`src/logic/mul_pkg.sv`:
```
`default_nettype none

package mul_pkg;

    // ----------------------------------------
    // datapath widths

    localparam int OPERAND_W = 8;
    localparam int PRODUCT_W = 2 * OPERAND_W;

    typedef logic [OPERAND_W-1:0] operand_t;
    // also used for one reduced row of the tree
    typedef logic [PRODUCT_W-1:0] product_t;

    // operands to product, in clock edges
    localparam int PIPE_DEPTH = 2;

    // ----------------------------------------
    // register map

    localparam int AXIL_ADDR_W = 4;
    localparam int AXIL_DATA_W = 32;

    localparam logic [AXIL_ADDR_W-1:0] REG_OPERANDS = 4'h0;
    localparam logic [AXIL_ADDR_W-1:0] REG_RESULT   = 4'h4;

    // field positions inside the two registers
    localparam int OP_A_LSB      = 0;
    localparam int OP_B_LSB      = 8;
    localparam int RES_READY_BIT = 16;

    typedef enum logic [1:0] {
        OKAY   = 2'b00,
        SLVERR = 2'b10
    } axil_resp_t;

endpackage

`default_nettype wire
```
`src/logic/mul_if.sv`:
```
`timescale 1ns/10ps
`default_nettype none

interface mul_if;
    import mul_pkg::*;

    // operands, one start pulse per multiply
    logic     start;
    operand_t a;
    operand_t b;

    // two rows left after the tree
    logic     rows_valid;
    product_t sum_row;
    product_t carry_row;

    logic     done;
    product_t product;

    modport issuer (
        output start, a, b,
        input  done, product
    );

    modport reducer (
        input  start, a, b,
        output rows_valid, sum_row, carry_row
    );

    modport adder (
        input  rows_valid, sum_row, carry_row,
        output done, product
    );

endinterface

`default_nettype wire

```
`src/logic/mul_axil_top.sv`:
```
`timescale 1ns/10ps
`default_nettype none

module mul_axil_top (
    input  logic                              clk,
    input  logic                              rst,
    input  logic [mul_pkg::AXIL_ADDR_W-1:0]   awaddr,
    input  logic                              awvalid,
    output logic                              awready,
    input  logic [mul_pkg::AXIL_DATA_W-1:0]   wdata,
    input  logic [mul_pkg::AXIL_DATA_W/8-1:0] wstrb,
    input  logic                              wvalid,
    output logic                              wready,
    output logic [1:0]                        bresp,
    output logic                              bvalid,
    input  logic                              bready,
    input  logic [mul_pkg::AXIL_ADDR_W-1:0]   araddr,
    input  logic                              arvalid,
    output logic                              arready,
    output logic [mul_pkg::AXIL_DATA_W-1:0]   rdata,
    output logic [1:0]                        rresp,
    output logic                              rvalid,
    input  logic                              rready
);
    import mul_pkg::*;

    mul_if mul_bus ();

    // register slave, issues operands and collects the product
    axil_mul_regs #(
        .RESP_ON_UNMAPPED (SLVERR)
    ) u_regs (
        .clk     (clk),
        .rst     (rst),
        .awaddr  (awaddr),
        .awvalid (awvalid),
        .awready (awready),
        .wdata   (wdata),
        .wstrb   (wstrb),
        .wvalid  (wvalid),
        .wready  (wready),
        .bresp   (bresp),
        .bvalid  (bvalid),
        .bready  (bready),
        .araddr  (araddr),
        .arvalid (arvalid),
        .arready (arready),
        .rdata   (rdata),
        .rresp   (rresp),
        .rvalid  (rvalid),
        .rready  (rready),
        .mul     (mul_bus.issuer)
    );

    // pipeline stage 1
    wallace_reduce u_reduce (
        .clk (clk),
        .rst (rst),
        .mul (mul_bus.reducer)
    );

    // pipeline stage 2
    cla_adder #(
        .WIDTH (PRODUCT_W)
    ) u_adder (
        .clk (clk),
        .rst (rst),
        .mul (mul_bus.adder)
    );

endmodule

`default_nettype wire

```
`src/logic/axil_mul_regs.sv`:
```
`timescale 1ns/10ps
`default_nettype none

module axil_mul_regs #(
    parameter mul_pkg::axil_resp_t RESP_ON_UNMAPPED = mul_pkg::SLVERR
) (
    input  logic                              clk,
    input  logic                              rst,
    input  logic [mul_pkg::AXIL_ADDR_W-1:0]   awaddr,
    input  logic                              awvalid,
    output logic                              awready,
    input  logic [mul_pkg::AXIL_DATA_W-1:0]   wdata,
    input  logic [mul_pkg::AXIL_DATA_W/8-1:0] wstrb,
    input  logic                              wvalid,
    output logic                              wready,
    output logic [1:0]                        bresp,
    output logic                              bvalid,
    input  logic                              bready,
    input  logic [mul_pkg::AXIL_ADDR_W-1:0]   araddr,
    input  logic                              arvalid,
    output logic                              arready,
    output logic [mul_pkg::AXIL_DATA_W-1:0]   rdata,
    output logic [1:0]                        rresp,
    output logic                              rvalid,
    input  logic                              rready,
    mul_if.issuer                             mul
);
    import mul_pkg::*;

    localparam int CNT_W = $clog2(PIPE_DEPTH + 2);
    localparam logic [CNT_W-1:0] CNT_MAX = CNT_W'(PIPE_DEPTH + 1);

    logic wr_take;
    logic wr_hs;
    logic op_write;
    logic rd_hs;

    logic [CNT_W-1:0] in_flight;
    logic             res_ready;
    product_t         res_product;

    logic [AXIL_DATA_W-1:0] rd_word;
    axil_resp_t             rd_resp;

    // ----------------------------------------
    // write channel
    assign wr_take  = awvalid && wvalid && !bvalid && !awready;
    assign wr_hs    = awready && awvalid && wvalid;
    assign op_write = wr_hs && (awaddr == REG_OPERANDS);

    always_ff @(posedge clk) begin
        if (rst) begin
            awready <= 1'b0;
            wready  <= 1'b0;
            bvalid  <= 1'b0;
        end else begin
            awready <= wr_take;
            wready  <= wr_take;
            if (wr_hs) begin
                bvalid <= 1'b1;
            end else if (bready) begin
                bvalid <= 1'b0;
            end
        end
    end

    // operand register feeds the tree directly
    always_ff @(posedge clk) begin
        if (rst) begin
            mul.start <= 1'b0;
            mul.a     <= '0;
            mul.b     <= '0;
        end else begin
            mul.start <= op_write;
            if (op_write) begin
                mul.a <= wdata[OP_A_LSB +: OPERAND_W];
                mul.b <= wdata[OP_B_LSB +: OPERAND_W];
            end
        end
    end

    // ----------------------------------------
    // result register and multiplies in flight
    always_ff @(posedge clk) begin
        if (rst) begin
            in_flight   <= '0;
            res_ready   <= 1'b0;
            res_product <= '0;
        end else begin
            if (op_write && !mul.done) begin
                in_flight <= in_flight + 1'b1;
            end else if (mul.done && !op_write) begin
                in_flight <= in_flight - 1'b1;
            end

            // ready only once the newest operands are through
            if (op_write) begin
                res_ready <= 1'b0;
            end else if (mul.done && in_flight == CNT_W'(1)) begin
                res_ready <= 1'b1;
            end

            if (mul.done) begin
                res_product <= mul.product;
            end
        end
    end

    // ----------------------------------------
    // read channel
    assign rd_hs = arready && arvalid;

    always_comb begin
        rd_word = '0;
        rd_resp = OKAY;
        case (araddr)
            REG_OPERANDS: begin
                rd_word[OP_A_LSB +: OPERAND_W] = mul.a;
                rd_word[OP_B_LSB +: OPERAND_W] = mul.b;
            end
            REG_RESULT: begin
                rd_word[PRODUCT_W-1:0]  = res_product;
                rd_word[RES_READY_BIT] = res_ready;
            end
            default: begin
                rd_resp = RESP_ON_UNMAPPED;
            end
        endcase
    end

    always_ff @(posedge clk) begin
        if (rst) begin
            arready <= 1'b0;
            rvalid  <= 1'b0;
        end else begin
            arready <= arvalid && !rvalid && !arready;
            if (rd_hs) begin
                rvalid <= 1'b1;
            end else if (rready) begin
                rvalid <= 1'b0;
            end
        end
    end

    always_ff @(posedge clk) begin
        if (wr_hs) begin
            bresp <= op_write ? OKAY : RESP_ON_UNMAPPED;
        end
        if (rd_hs) begin
            rdata <= rd_word;
            rresp <= rd_resp;
        end
    end

    // ----------------------------------------
    // checks
    assert property (@(posedge clk) disable iff (rst)
        bvalid && !bready |=> bvalid && $stable(bresp));

    assert property (@(posedge clk) disable iff (rst)
        rvalid && !rready |=> rvalid && $stable(rdata) && $stable(rresp));

    assert property (@(posedge clk) disable iff (rst)
        !(in_flight == '0 && mul.done && !op_write)
        && !(in_flight == CNT_MAX && op_write && !mul.done));

    // partial writes are not supported
    assert property (@(posedge clk) disable iff (rst)
        wr_hs |-> &wstrb);

endmodule

`default_nettype wire

```
`src/logic/cla_adder.sv`:
```
`timescale 1ns/10ps
`default_nettype none

module cla_adder #(
    parameter int WIDTH = mul_pkg::PRODUCT_W
) (
    input  logic clk,
    input  logic rst,
    mul_if.adder mul
);

    logic [WIDTH-1:0] x;
    logic [WIDTH-1:0] y;
    logic [WIDTH-1:0] g;
    logic [WIDTH-1:0] p;
    logic [WIDTH-1:0] carry;

    assign x = mul.sum_row;
    assign y = mul.carry_row;

    // generate and propagate per column
    assign g = x & y;
    assign p = x ^ y;

    // ----------------------------------------
    // look-ahead carries with no carry in
    // carry[i] = OR over j<i of g[j] & p[j+1] & ... & p[i-1]
    always_comb begin
        logic term;

        carry = '0;
        for (int i = 1; i < WIDTH; i++) begin
            for (int j = 0; j < i; j++) begin
                term = g[j];
                for (int k = j + 1; k < i; k++) begin
                    term = term & p[k];
                end
                carry[i] = carry[i] | term;
            end
        end
    end

    always_ff @(posedge clk) begin
        if (rst) begin
            mul.done <= 1'b0;
        end else begin
            mul.done <= mul.rows_valid;
        end
    end

    // carry out of the top column is dropped since the product fits
    always_ff @(posedge clk) begin
        if (mul.rows_valid) begin
            mul.product <= p ^ carry;
        end
    end

    // done and the full sum arrive one cycle after the rows
    assert property (@(posedge clk) disable iff (rst)
        mul.rows_valid |=> mul.done && mul.product == $past(WIDTH'(x + y)));

endmodule

`default_nettype wire

```
`src/logic/wallace_reduce.sv`:
```
`timescale 1ns/10ps
`default_nettype none

module wallace_reduce (
    input  logic   clk,
    input  logic   rst,
    mul_if.reducer mul
);
    import mul_pkg::*;

    operand_t pp [OPERAND_W];

    // index n of a stage output stands for cell n of that stage
    logic [16:1] s1, c1;
    logic [16:1] s2, c2;
    logic [10:1] s3, c3;
    logic [11:1] s4, c4;

    product_t sum_d;
    product_t carry_d;

    // {carry, sum}
    function automatic logic [1:0] ha(input logic x, input logic y);
        return {x & y, x ^ y};
    endfunction

    function automatic logic [1:0] fa(input logic x, input logic y, input logic z);
        return {(x & y) | (x & z) | (y & z), x ^ y ^ z};
    endfunction

    // row i is a masked by b[i], and its bit j sits in column i+j
    always_comb begin
        for (int i = 0; i < OPERAND_W; i++) begin
            pp[i] = mul.a & {OPERAND_W{mul.b[i]}};
        end
    end

    // ----------------------------------------
    // stage 1 reduces rows 0-2 and rows 3-5
    always_comb begin
        {c1[1], s1[1]}   = ha(pp[0][1], pp[1][0]);
        {c1[2], s1[2]}   = fa(pp[0][2], pp[1][1], pp[2][0]);
        {c1[3], s1[3]}   = fa(pp[0][3], pp[1][2], pp[2][1]);
        {c1[4], s1[4]}   = fa(pp[0][4], pp[1][3], pp[2][2]);
        {c1[5], s1[5]}   = fa(pp[0][5], pp[1][4], pp[2][3]);
        {c1[6], s1[6]}   = fa(pp[0][6], pp[1][5], pp[2][4]);
        {c1[7], s1[7]}   = fa(pp[0][7], pp[1][6], pp[2][5]);
        {c1[8], s1[8]}   = ha(pp[1][7], pp[2][6]);
        {c1[9], s1[9]}   = ha(pp[3][1], pp[4][0]);
        {c1[10], s1[10]} = fa(pp[3][2], pp[4][1], pp[5][0]);
        {c1[11], s1[11]} = fa(pp[3][3], pp[4][2], pp[5][1]);
        {c1[12], s1[12]} = fa(pp[3][4], pp[4][3], pp[5][2]);
        {c1[13], s1[13]} = fa(pp[3][5], pp[4][4], pp[5][3]);
        {c1[14], s1[14]} = fa(pp[3][6], pp[4][5], pp[5][4]);
        {c1[15], s1[15]} = fa(pp[3][7], pp[4][6], pp[5][5]);
        {c1[16], s1[16]} = ha(pp[4][7], pp[5][6]);
    end

    // ----------------------------------------
    // stage 2 merges the two groups and takes in rows 6-7
    always_comb begin
        {c2[1], s2[1]}   = ha(s1[2], c1[1]);
        {c2[2], s2[2]}   = fa(s1[3], c1[2], pp[3][0]);
        {c2[3], s2[3]}   = fa(s1[4], c1[3], s1[9]);
        {c2[4], s2[4]}   = fa(s1[5], c1[4], s1[10]);
        {c2[5], s2[5]}   = fa(s1[6], c1[5], s1[11]);
        {c2[6], s2[6]}   = fa(s1[7], c1[6], s1[12]);
        {c2[7], s2[7]}   = fa(s1[8], c1[7], s1[13]);
        // column 9 takes the last bit of row 2 here
        {c2[8], s2[8]}   = fa(pp[2][7], c1[8], s1[14]);
        {c2[9], s2[9]}   = ha(c1[10], pp[6][0]);
        {c2[10], s2[10]} = fa(c1[11], pp[6][1], pp[7][0]);
        {c2[11], s2[11]} = fa(c1[12], pp[6][2], pp[7][1]);
        {c2[12], s2[12]} = fa(c1[13], pp[6][3], pp[7][2]);
        {c2[13], s2[13]} = fa(c1[14], pp[6][4], pp[7][3]);
        {c2[14], s2[14]} = fa(c1[15], pp[6][5], pp[7][4]);
        {c2[15], s2[15]} = fa(c1[16], pp[6][6], pp[7][5]);
        {c2[16], s2[16]} = ha(pp[6][7], pp[7][6]);
    end

    // ----------------------------------------
    // stage 3
    always_comb begin
        {c3[1], s3[1]}   = ha(s2[2], c2[1]);
        {c3[2], s3[2]}   = ha(s2[3], c2[2]);
        {c3[3], s3[3]}   = fa(s2[4], c2[3], c1[9]);
        {c3[4], s3[4]}   = fa(s2[5], c2[4], s2[9]);
        {c3[5], s3[5]}   = fa(s2[6], c2[5], s2[10]);
        {c3[6], s3[6]}   = fa(s2[7], c2[6], s2[11]);
        {c3[7], s3[7]}   = fa(s2[8], c2[7], s2[12]);
        {c3[8], s3[8]}   = fa(s1[15], c2[8], s2[13]);
        {c3[9], s3[9]}   = ha(s1[16], s2[14]);
        {c3[10], s3[10]} = ha(pp[5][7], s2[15]);
    end

    // ----------------------------------------
    // stage 4 and the two packed rows
    always_comb begin
        {c4[1], s4[1]}   = ha(s3[2], c3[1]);
        {c4[2], s4[2]}   = ha(s3[3], c3[2]);
        {c4[3], s4[3]}   = ha(s3[4], c3[3]);
        {c4[4], s4[4]}   = fa(s3[5], c3[4], c2[9]);
        {c4[5], s4[5]}   = fa(s3[6], c3[5], c2[10]);
        {c4[6], s4[6]}   = fa(s3[7], c3[6], c2[11]);
        {c4[7], s4[7]}   = fa(s3[8], c3[7], c2[12]);
        {c4[8], s4[8]}   = fa(s3[9], c3[8], c2[13]);
        {c4[9], s4[9]}   = fa(s3[10], c3[9], c2[14]);
        {c4[10], s4[10]} = fa(s2[16], c3[10], c2[15]);
        {c4[11], s4[11]} = ha(pp[7][7], c2[16]);

        // columns 0-4 are already final
        sum_d         = '0;
        sum_d[0]      = pp[0][0];
        sum_d[1]      = s1[1];
        sum_d[2]      = s2[1];
        sum_d[3]      = s3[1];
        sum_d[4]      = s4[1];
        sum_d[14:5]   = s4[11:2];
        carry_d       = '0;
        carry_d[15:5] = c4[11:1];
    end

    always_ff @(posedge clk) begin
        if (rst) begin
            mul.rows_valid <= 1'b0;
        end else begin
            mul.rows_valid <= mul.start;
        end
    end

    always_ff @(posedge clk) begin
        if (mul.start) begin
            mul.sum_row   <= sum_d;
            mul.carry_row <= carry_d;
        end
    end

    // rows must add up to a*b of the operands seen with start
    assert property (@(posedge clk) disable iff (rst)
        mul.start |=> product_t'(mul.sum_row + mul.carry_row)
            == product_t'($past(mul.a)) * product_t'($past(mul.b)));

endmodule

`default_nettype wire

```
`config.mk`:
```
export PLATFORM = sky130hd
export DESIGN_NAME = mul_axil_top
export DESIGN_NICKNAME = d
export VERILOG_FILES = /design/src/logic/mul_pkg.sv /design/src/logic/mul_if.sv /design/src/logic/mul_axil_top.sv /design/src/logic/axil_mul_regs.sv /design/src/logic/cla_adder.sv /design/src/logic/wallace_reduce.sv
export SDC_FILE = /design/constraint.sdc
export NUM_CORES = 1
export LEC_CHECK = 0
export BUFFER_PORTS_ARGS = -buffer_cell sky130_fd_sc_hd__buf_2
export CAP_MARGIN = 5
export CORE_UTILIZATION = 28
export DETAILED_ROUTE_END_ITERATION = 8
export SYNTH_ARGS = -nofsm -noshare
export SYNTH_HDL_FRONTEND = slang
export SYNTH_SLANG_ARGS = --single-unit
export TNS_END_PERCENT = 1
```
`constraint.sdc`:
```
create_clock -name clk -period 5.6 [get_ports clk]
set_input_delay 0.28 -clock clk [delete_from_list [all_inputs] [get_ports clk]]
set_output_delay 0.28 -clock clk [all_outputs]
set_load 0.02 [all_outputs]
```
==> results of run 1 <==
==> placed cells by master, fill, tap and decap left out, drive strengths merged, types with 23 or more instances in the layout <==
cell	synthesis	final
edfxtp	61	61
nand2	60	60
buf	25	54
dfxtp	42	42
inv	38	41
and2	40	40
fa	39	39
nor2	37	37
mux2i	32	32
ha	28	28
a21oi	23	23
==> per-layer routing <==
metal  vias up  GRT usage [%]  wire length [um]
li1       1599              -                 -
met1      1616           14.0              4770
met2        88           18.7              4730
met3        13           2.32               495
met4         0           4.75               199
met5         -              0                 0
==> cells by family after synthesis <==
family,after synthesis,share of synthesized area (%)
xor+xnor,11,1.75
buf+inv,82,7.10
fa+ha+maj,67,20.5
mux,32,5.81
flops,103,48.5
compound gates,32,3.38
other cells,1,0.0680
simple gates,151,12.9
==> worst reg2reg max path, stage by stage, from the launching register on <==
cell and delay, ns:
sky130_fd_sc_hd__dfxtp_1 0.63, sky130_fd_sc_hd__and2_1 0.24, sky130_fd_sc_hd__fa_1 0.42, sky130_fd_sc_hd__fa_1 0.50
sky130_fd_sc_hd__inv_1 0.06, sky130_fd_sc_hd__fa_1 0.53, sky130_fd_sc_hd__inv_1 0.06, sky130_fd_sc_hd__fa_1 0.46
==> through the flow <==
step | hold WS (ns) | area, um2 | total power (W) | instances
CTS | 0.161 | 6230 | 0.00150 | 782
global placement | 0.403 | 5930 | 0.000865 | 766
detailed placement | 0.406 | 5930 | 0.000866 | 766
global route | 0.173 | 6230 | 0.00154 | 782
floorplan | 0.399 | 5580 | 0.000858 | 495
finish | 0.171 | 6230 | 0.00148 | 782
==> where the power goes <==
part	switching, W	internal, W	total [W]	leakage [nW]
sequential	0.00000208	0.000799	0.000801	0.926
combinational	0.0000331	0.0000143	0.0000474	1.55
clock	0.000283	0.000351	0.000634	0.142
total	0.000318	0.00116	0.00148	2.62
==> sequential cells by signal, indices dropped and copies added (netlist names), 2 cells and up <==
register,count
u_adder.mul.product,16
u_reduce.mul.carry_row,11
u_reduce.mul.sum_row,15
u_regs.in_flight,2
u_regs.mul.a,8
u_regs.mul.b,8
u_regs.rdata,17
u_regs.res_product,16
==> cell type report <==
class                      instances  area share, %
sequential                       103           42.9
multi-input combinational        310           40.3
tap                              260           5.22
timing repair buffer              54           4.34
clock buffer                       9           3.62
inverter                          39           2.37
clock inverter                     7           1.25
==> path summary, 6_finish.rpt <==
check	start	depth (start not counted)	end	slack [ns]
setup / recovery	u_regs.mul.a[6]	7	u_reduce.mul.sum_row[9]	2.46
hold / removal	wdata[15]	3	u_regs.mul.b[7]	0.17
setup reg to reg	u_regs.mul.a[6]	7	u_reduce.mul.sum_row[9]	2.46
hold reg to reg	u_reduce.mul.sum_row[3]	0	u_adder.mul.product[3]	0.42
==> run summary, run 1 <==
The delay of the slowest cell on the worst path came out at 0.63 ns. The logs give 0 for the hold buffer count at cts and 479 for the number of standard cells after synthesis. TritonCTS built the clock tree. No sink is reached through more buffers than the 2 on the longest clock path. For the post-route setup TNS, the log shows 0 ns. The logs give 3.23 ns for the signal arrival time at the worst endpoint and 3 for the maximum level of the CTS H-tree. Element type at the critical path end: a flip-flop. Detailed-routing iteration count for the pre-antenna-repair pass: 4. The final layout contains 635 nets. Summed over all layers, the global routing overflow is 0. Timing analysis after detailed placement gives a worst setup slack of 2.47 ns. The critical path contains buffers and inverters numbering 2 combined. On the critical path the largest part of the delay comes from adder cells. For the pin with the worst max-slew slack, the measured transition is 1.16 ns. After detailed routing, the number of remaining DRC violations is 0. The repair_antennas step left the layout with diodes totalling 0. The total power per unit cell area works out to 238 nW/um2. The critical-path cell with the highest stage delay is sky130_fd_sc_hd__dfxtp_1.

Entering global routing, the biggest net connects 43 pins. In this run the static leakage power is 2.62 nW. Setup repair after global routing left no endpoint under its margin. Counting every sink on the clock net gives 103. The final-report hold violation count came out at 0. The share of synthesized flip-flops with an asynchronous set or reset came out at 0%. Traced cell by cell, the critical path runs through and2_1 > fa_1 > fa_1 > inv_1 > fa_1 > inv_1 > fa_1. For the number of antenna violations at the first check in global routing, the log shows 0. Of all cell types, the one taking the most synthesized area is sky130_fd_sc_hd__edfxtp_1.

The effective utilization at floorplan was 29.0%. The leading register cell type out of synthesis was sky130_fd_sc_hd__edfxtp_1. For the die area, the log shows 20300 um2. The sequential cell area is 2670 um2. The count of endpoints failing setup in the final report is 0, and the first-pass GRT wire length is 17300 um. The tools report the I/O pin count as 92.

The number of violations of the max-capacitance limit was 0; the half-perimeter wire length after placement was 7720 um. The cell seen most often among critical-path stages is sky130_fd_sc_hd__fa_1. For the Yosys warning count, the log shows 0. The class of the most critical hold timing path is in -> reg.

Area occupied by multi-input gates: 2510 um2. By area the synthesized netlist is led by sky130_fd_sc_hd__edfxtp_1, sky130_fd_sc_hd__dfxtp_1, sky130_fd_sc_hd__fa_1. Initial detailed-routing violation count: 169. The tools report the placeable core region as 19000 um2. Input and output buffers added on the ports amount to 54. Of all nets on the critical path, the largest fanout is 10.

The synthesis-stage register bit count is 103. CTS placed an instance of sky130_fd_sc_hd__clkbuf_16 at the clock tree root. The number of buffers inserted by post-CTS setup repair came out at 0. For this run, the total global-route usage over all layers was measured as 11.2%.

Clock-pin slew was measured on the worst setup and hold paths at 0.07 ns. The vertical extent of the die was 142 um; the count of flip-flops with a built-in enable after synthesis was 61. Using the TritonRoute via totals, the vias-per-cell ratio works out to 4.24.

Number of inserted filler cells in the final layout: 1966. The most common cell in the synthesized netlist is sky130_fd_sc_hd__edfxtp_1. Summing over every cut layer, the via total after detailed routing is 3316. The quantity of gates resized following cts was 0; the top achievable clock speed was 319 MHz. By count the netlist is led by sky130_fd_sc_hd__edfxtp_1, sky130_fd_sc_hd__nand2_1, sky130_fd_sc_hd__dfxtp_1.

Dividing the detail-routed wire length by the instance count gives 13.0 um. The insertion delay to the later sink of the worst-skew pair is 0.35 ns, and the final count of pins violating max slew is 0. The final clock period utilization by the worst path was 56.0%; the layout cell share with drive strength beyond 1 was 14.4%. The minimum clock period came out at 3.14 ns. After synthesis the cells add up to 5520 um2. The share of the Yosys chip area taken by registers is 48.5%. Routability-driven placement finished with a final weighted congestion of 0.768. The critical path in this run is classified as reg -> reg. Compared with the post-synthesis result, the final layout area differs by 13.0%.

The average instance in the mapped netlist occupies 11.5 um2. Synthesis instantiated 36 different standard cells from the library. The logs give 5.69 ns for the worst endpoint required time and 3547 for the via count of the first global-routing pass.

For this block, the routed nets add up to 10200 um of wire. The number of buffers inserted during clock tree synthesis came out at 9. VDD sags by at most 0.145 mV. In the post-route analysis, the smallest setup slack over all paths is 2.46 ns. Between clock sinks in the finished design, the worst skew comes to 0.00457 ns. Cells fill 32.8% of the core in the end. The share of synthesized area in the top cell type comes to 33.2%. The run finished with clean final reports. The initialized floorplan defines 50 standard-cell rows. The horizontal die dimension was 142 um. The worst setup path is launched from a flip-flop. The worst pin sits at a relative slew slack of 22.4%. The remaining antenna violation count after routing is 0.
(Power assumes the default switching activity.)
==> run 2, diff against run 1 <==
- clock period: 5.6 -> 2.7 ns (I/O delays scaled with it)
==> run 2 against run 1 <==
Compared with the run above: the run now ends with negative setup slack left; global-route usage hardly changed; sequential share of layout area decreased by 1.0 points; first-iteration DRC count rose by 33%; setup slack worse by 2.5 ns; sequential cell count unchanged; clock skew rose by 0.0043 ns; cell area up 3.6%; power increased by 100%; maximum frequency rose by 13%; combinational power grew 110%; critical path type unchanged; critical endpoint is now u_reduce.mul.sum_row[7]; largest cell class unchanged.
==> run summary, run 2 (synthesized netlist as in run 1, its figures left out) <==
The initial detailed-routing violation count was 224 (was 169); the number of vias per cell was 4.20 (was 4.24). The layout cell share with drive strength beyond 1 works out to 23.4% (was 14.4%). The routed length per placed instance came out at 12.6 um (was 13.0 um). The minimum clock period is 2.78 ns (was 3.14 ns), and the maximum number of pins on one net before global-route repair is 43 (unchanged). For the post-route setup TNS, the log shows -0.201 ns (was 0 ns). The critical path class is reg -> reg (unchanged).

Switching power share of the total: 21.9% (was 21.5%). The worst-case clock skew is 0.00882 ns (was 0.00457 ns). The detailed-routing iteration count for the pre-antenna-repair pass was 4 (unchanged); the remaining antenna violation count after routing was 0 (unchanged).

Biggest regs: u_regs.rdata: 17 flops, u_adder.mul.product: 16 flops, u_regs.res_product: 16 flops (unchanged). The area added between synthesis and finish came out at 17.0% (was 13.0%). Final routed DRC violation total: 0 (unchanged). The maximum net fanout on the critical path is 6 (was 10), and the final-report hold violation count is 0 (unchanged).

The maximum number of buffers from clock root to sink was 2 (unchanged). The flow ran to the end, but the final reports show violations. Setup repair after global routing could not meet its margin everywhere. The type of origin of the critical path was a flip-flop (unchanged). The maximum level of the CTS H-tree came out at 3 (unchanged). Crit-path cells: and2_4 > fa_1 > inv_1 > fa_2 > fa_1 > inv_1 > fa_1 (was and2_1 > fa_1 > fa_1 > inv_1 > fa_1 > inv_1 > fa_1). The share of power burned in combinational logic is 3.4% (was 3.2%). The effective utilization at floorplan was 29.0% (unchanged); the power spent charging and discharging nets was 0.000649 W (was 0.000318 W).

The most common cell after layout, fill and taps aside was sky130_fd_sc_hd__edfxtp_1 (unchanged). The run gives 8130 um (was 7720 um) as the half-perimeter wire length after placement. Insertion delay to the later sink of the worst-skew pair: 0.35 ns (about the same).

The checks that failed: negative setup slack. The vertical extent of the die was 142 um (unchanged); the final clock period utilization by the worst path was 103% (was 56.0%). The overall fraction of global-route tracks in use is 11.2% (about the same), and the first-pass GRT wire length is 17100 um (was 17300 um).

The leakage power is 2.75 nW (was 2.62 nW). The final count of pins violating max slew is 0 (unchanged), and the worst max-slew margin expressed relative to the limit is 45.6% (was 22.4%). TritonCTS built the clock tree. The cell at the root of the clock tree is sky130_fd_sc_hd__clkbuf_16 (unchanged).

The tools report the number of sinks handled by clock tree synthesis as 103 (unchanged). The number of violations of the max-capacitance limit was 0 (unchanged); the number of buffers inserted by post-CTS setup repair was 0 (unchanged). The worst endpoint required time is 2.79 ns (was 5.69 ns). For the end-of-flow core utilization, the log shows 33.9% (was 32.8%). The placeable core region is 19000 um2 (unchanged). The cell seen most often among critical-path stages was sky130_fd_sc_hd__fa_1 (unchanged). The run gives -0.0828 ns (was 2.46 ns) as the final worst-path setup slack. The tools report the count of endpoints failing setup in the final report as 3 (was 0). The run gives 0 (unchanged) as the final global-route overflow total. The total power per unit cell area is 459 nW/um2 (was 238 nW/um2).

The run gives 0 (unchanged) as the number of antenna violations at the first check in global routing. The number of I/O port buffers was 54 (unchanged). The transition time at the pin with the least slew margin was 0.816 ns (was 1.16 ns). For the I/O pin count, the log shows 92 (unchanged).

Hold buffer count at cts: 0 (unchanged). The element type at the critical path end is a flip-flop (unchanged). The top achievable clock speed is 359 MHz (was 319 MHz). The logs give 0.00296 W (was 0.00148 W) for the sum of internal, switching and leakage power and 10200 um (about the same) for the post-detailed-routing wire length. The die area was 20300 um2 (unchanged). For the final RePlAce weighted congestion, the log shows 0.850 (was 0.768).

The class of the most critical hold timing path was in -> reg (unchanged). The critical-path cell with the highest stage delay was sky130_fd_sc_hd__fa_2 (was sky130_fd_sc_hd__dfxtp_1). The number of buffers inserted during clock tree synthesis came out at 9 (unchanged). Cell class contributing the biggest share of worst-path delay: adder cells (unchanged). The number of nets in the layout was 659 (was 635); the number of standard-cell rows in the floorplan was 50 (unchanged).

The share of power burned in the clock network was 40.8% (was 42.8%). The logs give 0.00231 W (was 0.00116 W) for the internal power of the cells and 2.87 ns (was 3.23 ns) for the signal arrival time at the worst endpoint. The clock transition at the registers of the reported paths is 0.07 ns (about the same), and the delay of the slowest cell on the worst path is 0.54 ns (was 0.63 ns). The register containing the most flip-flops in the final layout is u_regs.rdata (unchanged). Commonest non-fill, non-tap cells in the layout: sky130_fd_sc_hd__edfxtp_1, sky130_fd_sc_hd__nand2_1, sky130_fd_sc_hd__buf_2, sky130_fd_sc_hd__nor2_1 (was sky130_fd_sc_hd__edfxtp_1, sky130_fd_sc_hd__nand2_1, sky130_fd_sc_hd__buf_2, sky130_fd_sc_hd__dfxtp_1, sky130_fd_sc_hd__and2_1). The power share of the sequential group came out at 55.8% (was 54.0%). For the count of vias placed by the detailed router, the log shows 3383 (was 3316).

The count of antenna diodes in the layout was 0 (unchanged); the number of buffers and inverters on the critical path was 2 (unchanged). The via count of the first global-routing pass is 3582 (was 3547). The number of flip-flops in the largest register is 17 (unchanged). The worst-case vdd ir drop is 0.281 mV (was 0.145 mV), and the horizontal die dimension is 142 um (unchanged).
==> run 2: cell types whose count changed in the layout (fill, tap and decap cells not counted), sizes merged <==
cell	before	now
clkbuf	9	10
buf	54	78
clkinv	2	3
clkinvlp	2	1
bufinv	1	0
==> run 2: power groups by stage <==
stage	combinational [W]	sequential, W	clock [W]
final	0.0000996	0.00165	0.00121
after global routing	0.000108	0.00165	0.00130
after CTS	0.000100	0.00165	0.00125
after detailed placement	0.000100	0.00170	0
after global placement	0.0000978	0.00170	0
after floorplan	0.0000711	0.00171	0
==> run 2: worst min-delay path, stage by stage <==
cell	delay, ns
sky130_fd_sc_hd__buf_2	0.10
sky130_fd_sc_hd__nand2_1	0.04
sky130_fd_sc_hd__a21oi_1	0.05
==> run 2: timing repair <==
action | in CTS | in global routing
endpoints found under the setup margin | 13 | 13
pin swaps | 4 | 3
gates resized for setup | 22 | 9
==> run 2: metrics by stage <==
stage                     area [um2]  setup WS (ns)  instances  hold slack [ns]
after floorplan                 5640        -0.0845        495            0.254
after global placement          6120         -0.111        790            0.370
after detailed placement        6120         -0.189        790            0.385
after CTS                       6430        -0.0897        806          0.00238
after global routing            6450         -0.158        806          0.00766
final                           6450        -0.0828        806           0.0151
==> run 2: worst paths after layout <==
kind	slack, ns	depth (start not counted)	endpoint	start
worst max-delay path	-0.08	7	u_reduce.mul.sum_row[7]	u_regs.mul.b[5]
worst min-delay path	0.02	3	u_regs.mul.b[0]	wdata[8]
worst max register to register	-0.08	7	u_reduce.mul.sum_row[7]	u_regs.mul.b[5]
worst min register to register	0.42	0	u_adder.mul.product[4]	u_reduce.mul.sum_row[4]
==> run 2: area by class of cell <==
class / count / area, um2
clock buffers: 10 / 229
inverters: 39 / 148
well taps: 260 / 325
clock inverters: 6 / 43.8
repair buffers: 78 / 454
flip-flops and latches: 103 / 2700
fillers: 1938 / 12600
multi-input cells: 310 / 2550
==> run 2: metal layers <==
metal / routed length [um] / global-route usage [%] / part of all wire (%)
met3: 471 / 2.56 / 4.6
met2: 4620 / 18.6 / 45
met4: 301 / 5.94 / 3.0
met1: 4770 / 13.5 / 47
met5: 0 / 0 / 0
==> run 3, diff against run 2 <==
- SKIP_LAST_GASP: default -> 1
- TNS_END_PERCENT: 1 -> default
==> run 3 against run 2 <==
Compared with the run above: the flow still finishes with violations (negative setup slack); register-to-register slack hardly changed; sequential cell count unchanged; via count down 0.41%; critical endpoint is now u_reduce.mul.sum_row[8]; largest power group unchanged.
==> run summary, run 3 (synthesized netlist as in run 1, its figures left out) <==
The tools report the startpoint of the worst-slack reg-to-reg timing path as u_regs.mul.b[5] (unchanged). The clock transition at the registers of the reported paths came out at 0.07 ns (about the same). Post-detailed-routing wire length: 10300 um (was 10200 um). The tools report the standard cell area after detailed placement as 6150 um2 (was 6120 um2). The count of endpoints failing setup in the final report is 5 (was 3).

The start point of the critical path was u_regs.mul.b[5] (unchanged). The tools report the critical hold path startpoint as wdata[8] (unchanged). The post-route standard cell area excluding fillers was 6500 um2 (was 6450 um2); the switching power share of the total was 22.6% (was 21.9%). The critical path class was reg -> reg (unchanged). The number of buffers inserted during clock tree synthesis was 9 (unchanged). The tools report the count of vias placed by the detailed router as 3369 (was 3383).

The cell at the root of the clock tree was sky130_fd_sc_hd__clkbuf_16 (unchanged). Failing checks: negative setup slack (unchanged). The tools report the worst endpoint required time as 2.80 ns (was 2.79 ns).

The number of sinks handled by clock tree synthesis was 103 (unchanged). The number of flip-flops in the largest register came out at 17 (unchanged). Element type at the critical path end: a flip-flop (unchanged). The placeable core region came out at 19000 um2 (unchanged). The final-report hold violation count is 0 (unchanged). The worst max-slew margin expressed relative to the limit came out at 48.5% (was 45.6%). The number of I/O port buffers works out to 54 (unchanged).

Final clock period utilization by the worst path: 104% (was 103%). Class of the most critical hold timing path: in -> reg (unchanged). The insertion delay to the later sink of the worst-skew pair came out at 0.35 ns (about the same).

The tools report the power share of the sequential group as 55.0% (was 55.8%). The vertical extent of the die was 142 um (unchanged); the maximum number of buffers from clock root to sink was 2 (unchanged). For the first-pass GRT wire length, the log shows 17100 um (about the same).

The logs give 41.7% (was 40.8%) for the share of power burned in the clock network and 0 (unchanged) for the final count of pins violating max slew. The effective utilization at floorplan is 29.0% (unchanged). Number of vias per cell: 4.17 (was 4.20). The routed length per placed instance was 12.8 um (was 12.6 um).

The topmost layer with routed signal wires was met4 (unchanged). The tools report the share of power burned in combinational logic as 3.3% (was 3.4%). The maximum net fanout on the critical path came out at 6 (unchanged). The logs give 43 (unchanged) for the maximum number of pins on one net before global-route repair and 4 (unchanged) for the detailed-routing iteration count for the pre-antenna-repair pass. The run gives 808 (was 806) as the number of cells in the finished layout apart from fillers. The half-perimeter wire length after placement came out at 8250 um (was 8130 um).

The most common cell after layout, fill and taps aside is sky130_fd_sc_hd__edfxtp_1 (unchanged). The minimum clock period works out to 2.80 ns (was 2.78 ns). The tools report the die area as 20300 um2 (unchanged). The leakage power is 2.78 nW (was 2.75 nW), and the final worst-path setup slack is -0.0977 ns (was -0.0828 ns). Biggest regs: u_regs.rdata: 17 flops, u_adder.mul.product: 16 flops, u_regs.res_product: 16 flops (unchanged). Commonest non-fill, non-tap cells in the layout: sky130_fd_sc_hd__edfxtp_1, sky130_fd_sc_hd__nand2_1, sky130_fd_sc_hd__buf_2, sky130_fd_sc_hd__nor2_1, sky130_fd_sc_hd__and2_1 (was sky130_fd_sc_hd__edfxtp_1, sky130_fd_sc_hd__nand2_1, sky130_fd_sc_hd__buf_2, sky130_fd_sc_hd__nor2_1). The power spent charging and discharging nets is 0.000680 W (was 0.000649 W). The horizontal die dimension is 142 um (unchanged), and the number of standard-cell rows in the floorplan is 50 (unchanged). The number of inserted filler cells in the final layout was 1943 (was 1938). For the slack of the worst reg-to-reg path, the log shows -0.1 ns (was -0.08 ns). For the post-route met1 wirelength, the log shows 4690 um (was 4770 um).

The maximum level of the CTS H-tree came out at 3 (unchanged). The type of origin of the critical path was a flip-flop (unchanged). The total power per unit cell area works out to 462 nW/um2 (was 459 nW/um2). The number of antenna violations at the first check in global routing was 0 (unchanged); the final routed DRC violation total was 0 (unchanged). The transition time at the pin with the least slew margin came out at 0.773 ns (was 0.816 ns). The count of antenna diodes in the layout was 0 (unchanged); the top achievable clock speed was 357 MHz (was 359 MHz). The layout cell share with drive strength beyond 1 was 25.4% (was 23.4%). The register containing the most flip-flops in the final layout was u_regs.rdata (unchanged). The via count of the first global-routing pass is 3594 (was 3582), and the met2 layer wire length in the routed design is 4900 um (was 4620 um). The number of instances in the placed design is 792 (was 790), and the area added between synthesis and finish is 17.9% (was 17.0%). For the I/O pin count, the log shows 92 (unchanged).

For the end-of-flow core utilization, the log shows 34.2% (was 33.9%). The worst-case vdd ir drop was 0.237 mV (was 0.281 mV); the final RePlAce weighted congestion was 0.793 (was 0.850). The worst-case clock skew was 0.00844 ns (was 0.00882 ns).

TritonCTS built the clock tree. The initial detailed-routing violation count was 208 (was 224). The signal arrival time at the worst endpoint was 2.89 ns (was 2.87 ns). The detailed route wirelength on metal3 came out at 550 um (was 471 um).

The number of nets in the layout was 661 (was 659); the remaining antenna violation count after routing was 0 (unchanged). The internal power of the cells is 0.00233 W (was 0.00231 W), and the number of violations of the max-capacitance limit is 0 (unchanged). The flow ran to the end, but the final reports show violations. Setup repair after global routing could not meet its margin everywhere.

The run gives 0 (unchanged) as the final global-route overflow total. The overall fraction of global-route tracks in use was 11.1% (was 11.2%).
run 3: path summary, 6_finish.rpt:
kind	cells after the start	end
setup reg to reg	7	u_reduce.mul.sum_row[8]
hold reg to reg	0	u_adder.mul.product[0]
hold / removal	3	u_regs.mul.b[0]
setup / recovery	7	u_reduce.mul.sum_row[8]
run 3: cell type report:
cell class | instances | area, um2 | area share [%]
Sequential cell | 103 | 2700 | 41.5
Inverter | 39 | 148 | 2.27
Timing Repair Buffer | 80 | 469 | 7.22
Multi-Input combinational cell | 310 | 2570 | 39.6
Tap cell | 260 | 325 | 5.00
Clock buffer | 9 | 225 | 3.46
Clock inverter | 7 | 62.6 | 0.962
run 3: repair_timing:
action,CTS,global route
hold buffers,0,0
pin swaps,3,12
endpoints found under the setup margin,14,13
gates resized for setup,14,19
buffers inserted,0,0
run 3: critical path, stage by stage, from the launching register on:
cell and delay [ns]:
sky130_fd_sc_hd__dfxtp_4 0.37, sky130_fd_sc_hd__and2_4 0.16, sky130_fd_sc_hd__fa_1 0.53, sky130_fd_sc_hd__inv_1 0.06, sky130_fd_sc_hd__fa_2 0.52, sky130_fd_sc_hd__fa_1 0.40
sky130_fd_sc_hd__inv_1 0.08, sky130_fd_sc_hd__fa_2 0.42
run 3: stage by stage:
| step | hold slack [ns] | total power, W | setup TNS, ns | setup slack [ns] |
|---|---|---|---|---|
| CTS | 0.000757 | 0.00305 | -0.346 | -0.0915 |
| global route | 0.00641 | 0.00312 | -0.769 | -0.160 |
| floorplan | 0.254 | 0.00178 | -0.233 | -0.0841 |
| finish | 0.0166 | 0.00301 | -0.264 | -0.0977 |
| detailed placement | 0.385 | 0.00180 | -1.17 | -0.196 |
| global placement | 0.370 | 0.00179 | -0.559 | -0.137 |
run 3: per-layer routing:
metal,vias up,global-route usage (%)
li1,1656,-
met1,1612,13.2
met2,87,18.9
met3,14,2.93
met4,0,4.70
met5,-,0
run 3: power groups by stage:
stage / clock (W) / combinational, W / sequential (W)
floorplan: 0 / 0.0000712 / 0.00171
global placement: 0 / 0.0000981 / 0.00170
detailed placement: 0 / 0.0000998 / 0.00170
CTS: 0.00129 / 0.000100 / 0.00166
global route: 0.00136 / 0.000107 / 0.00166
finish: 0.00125 / 0.0000984 / 0.00165
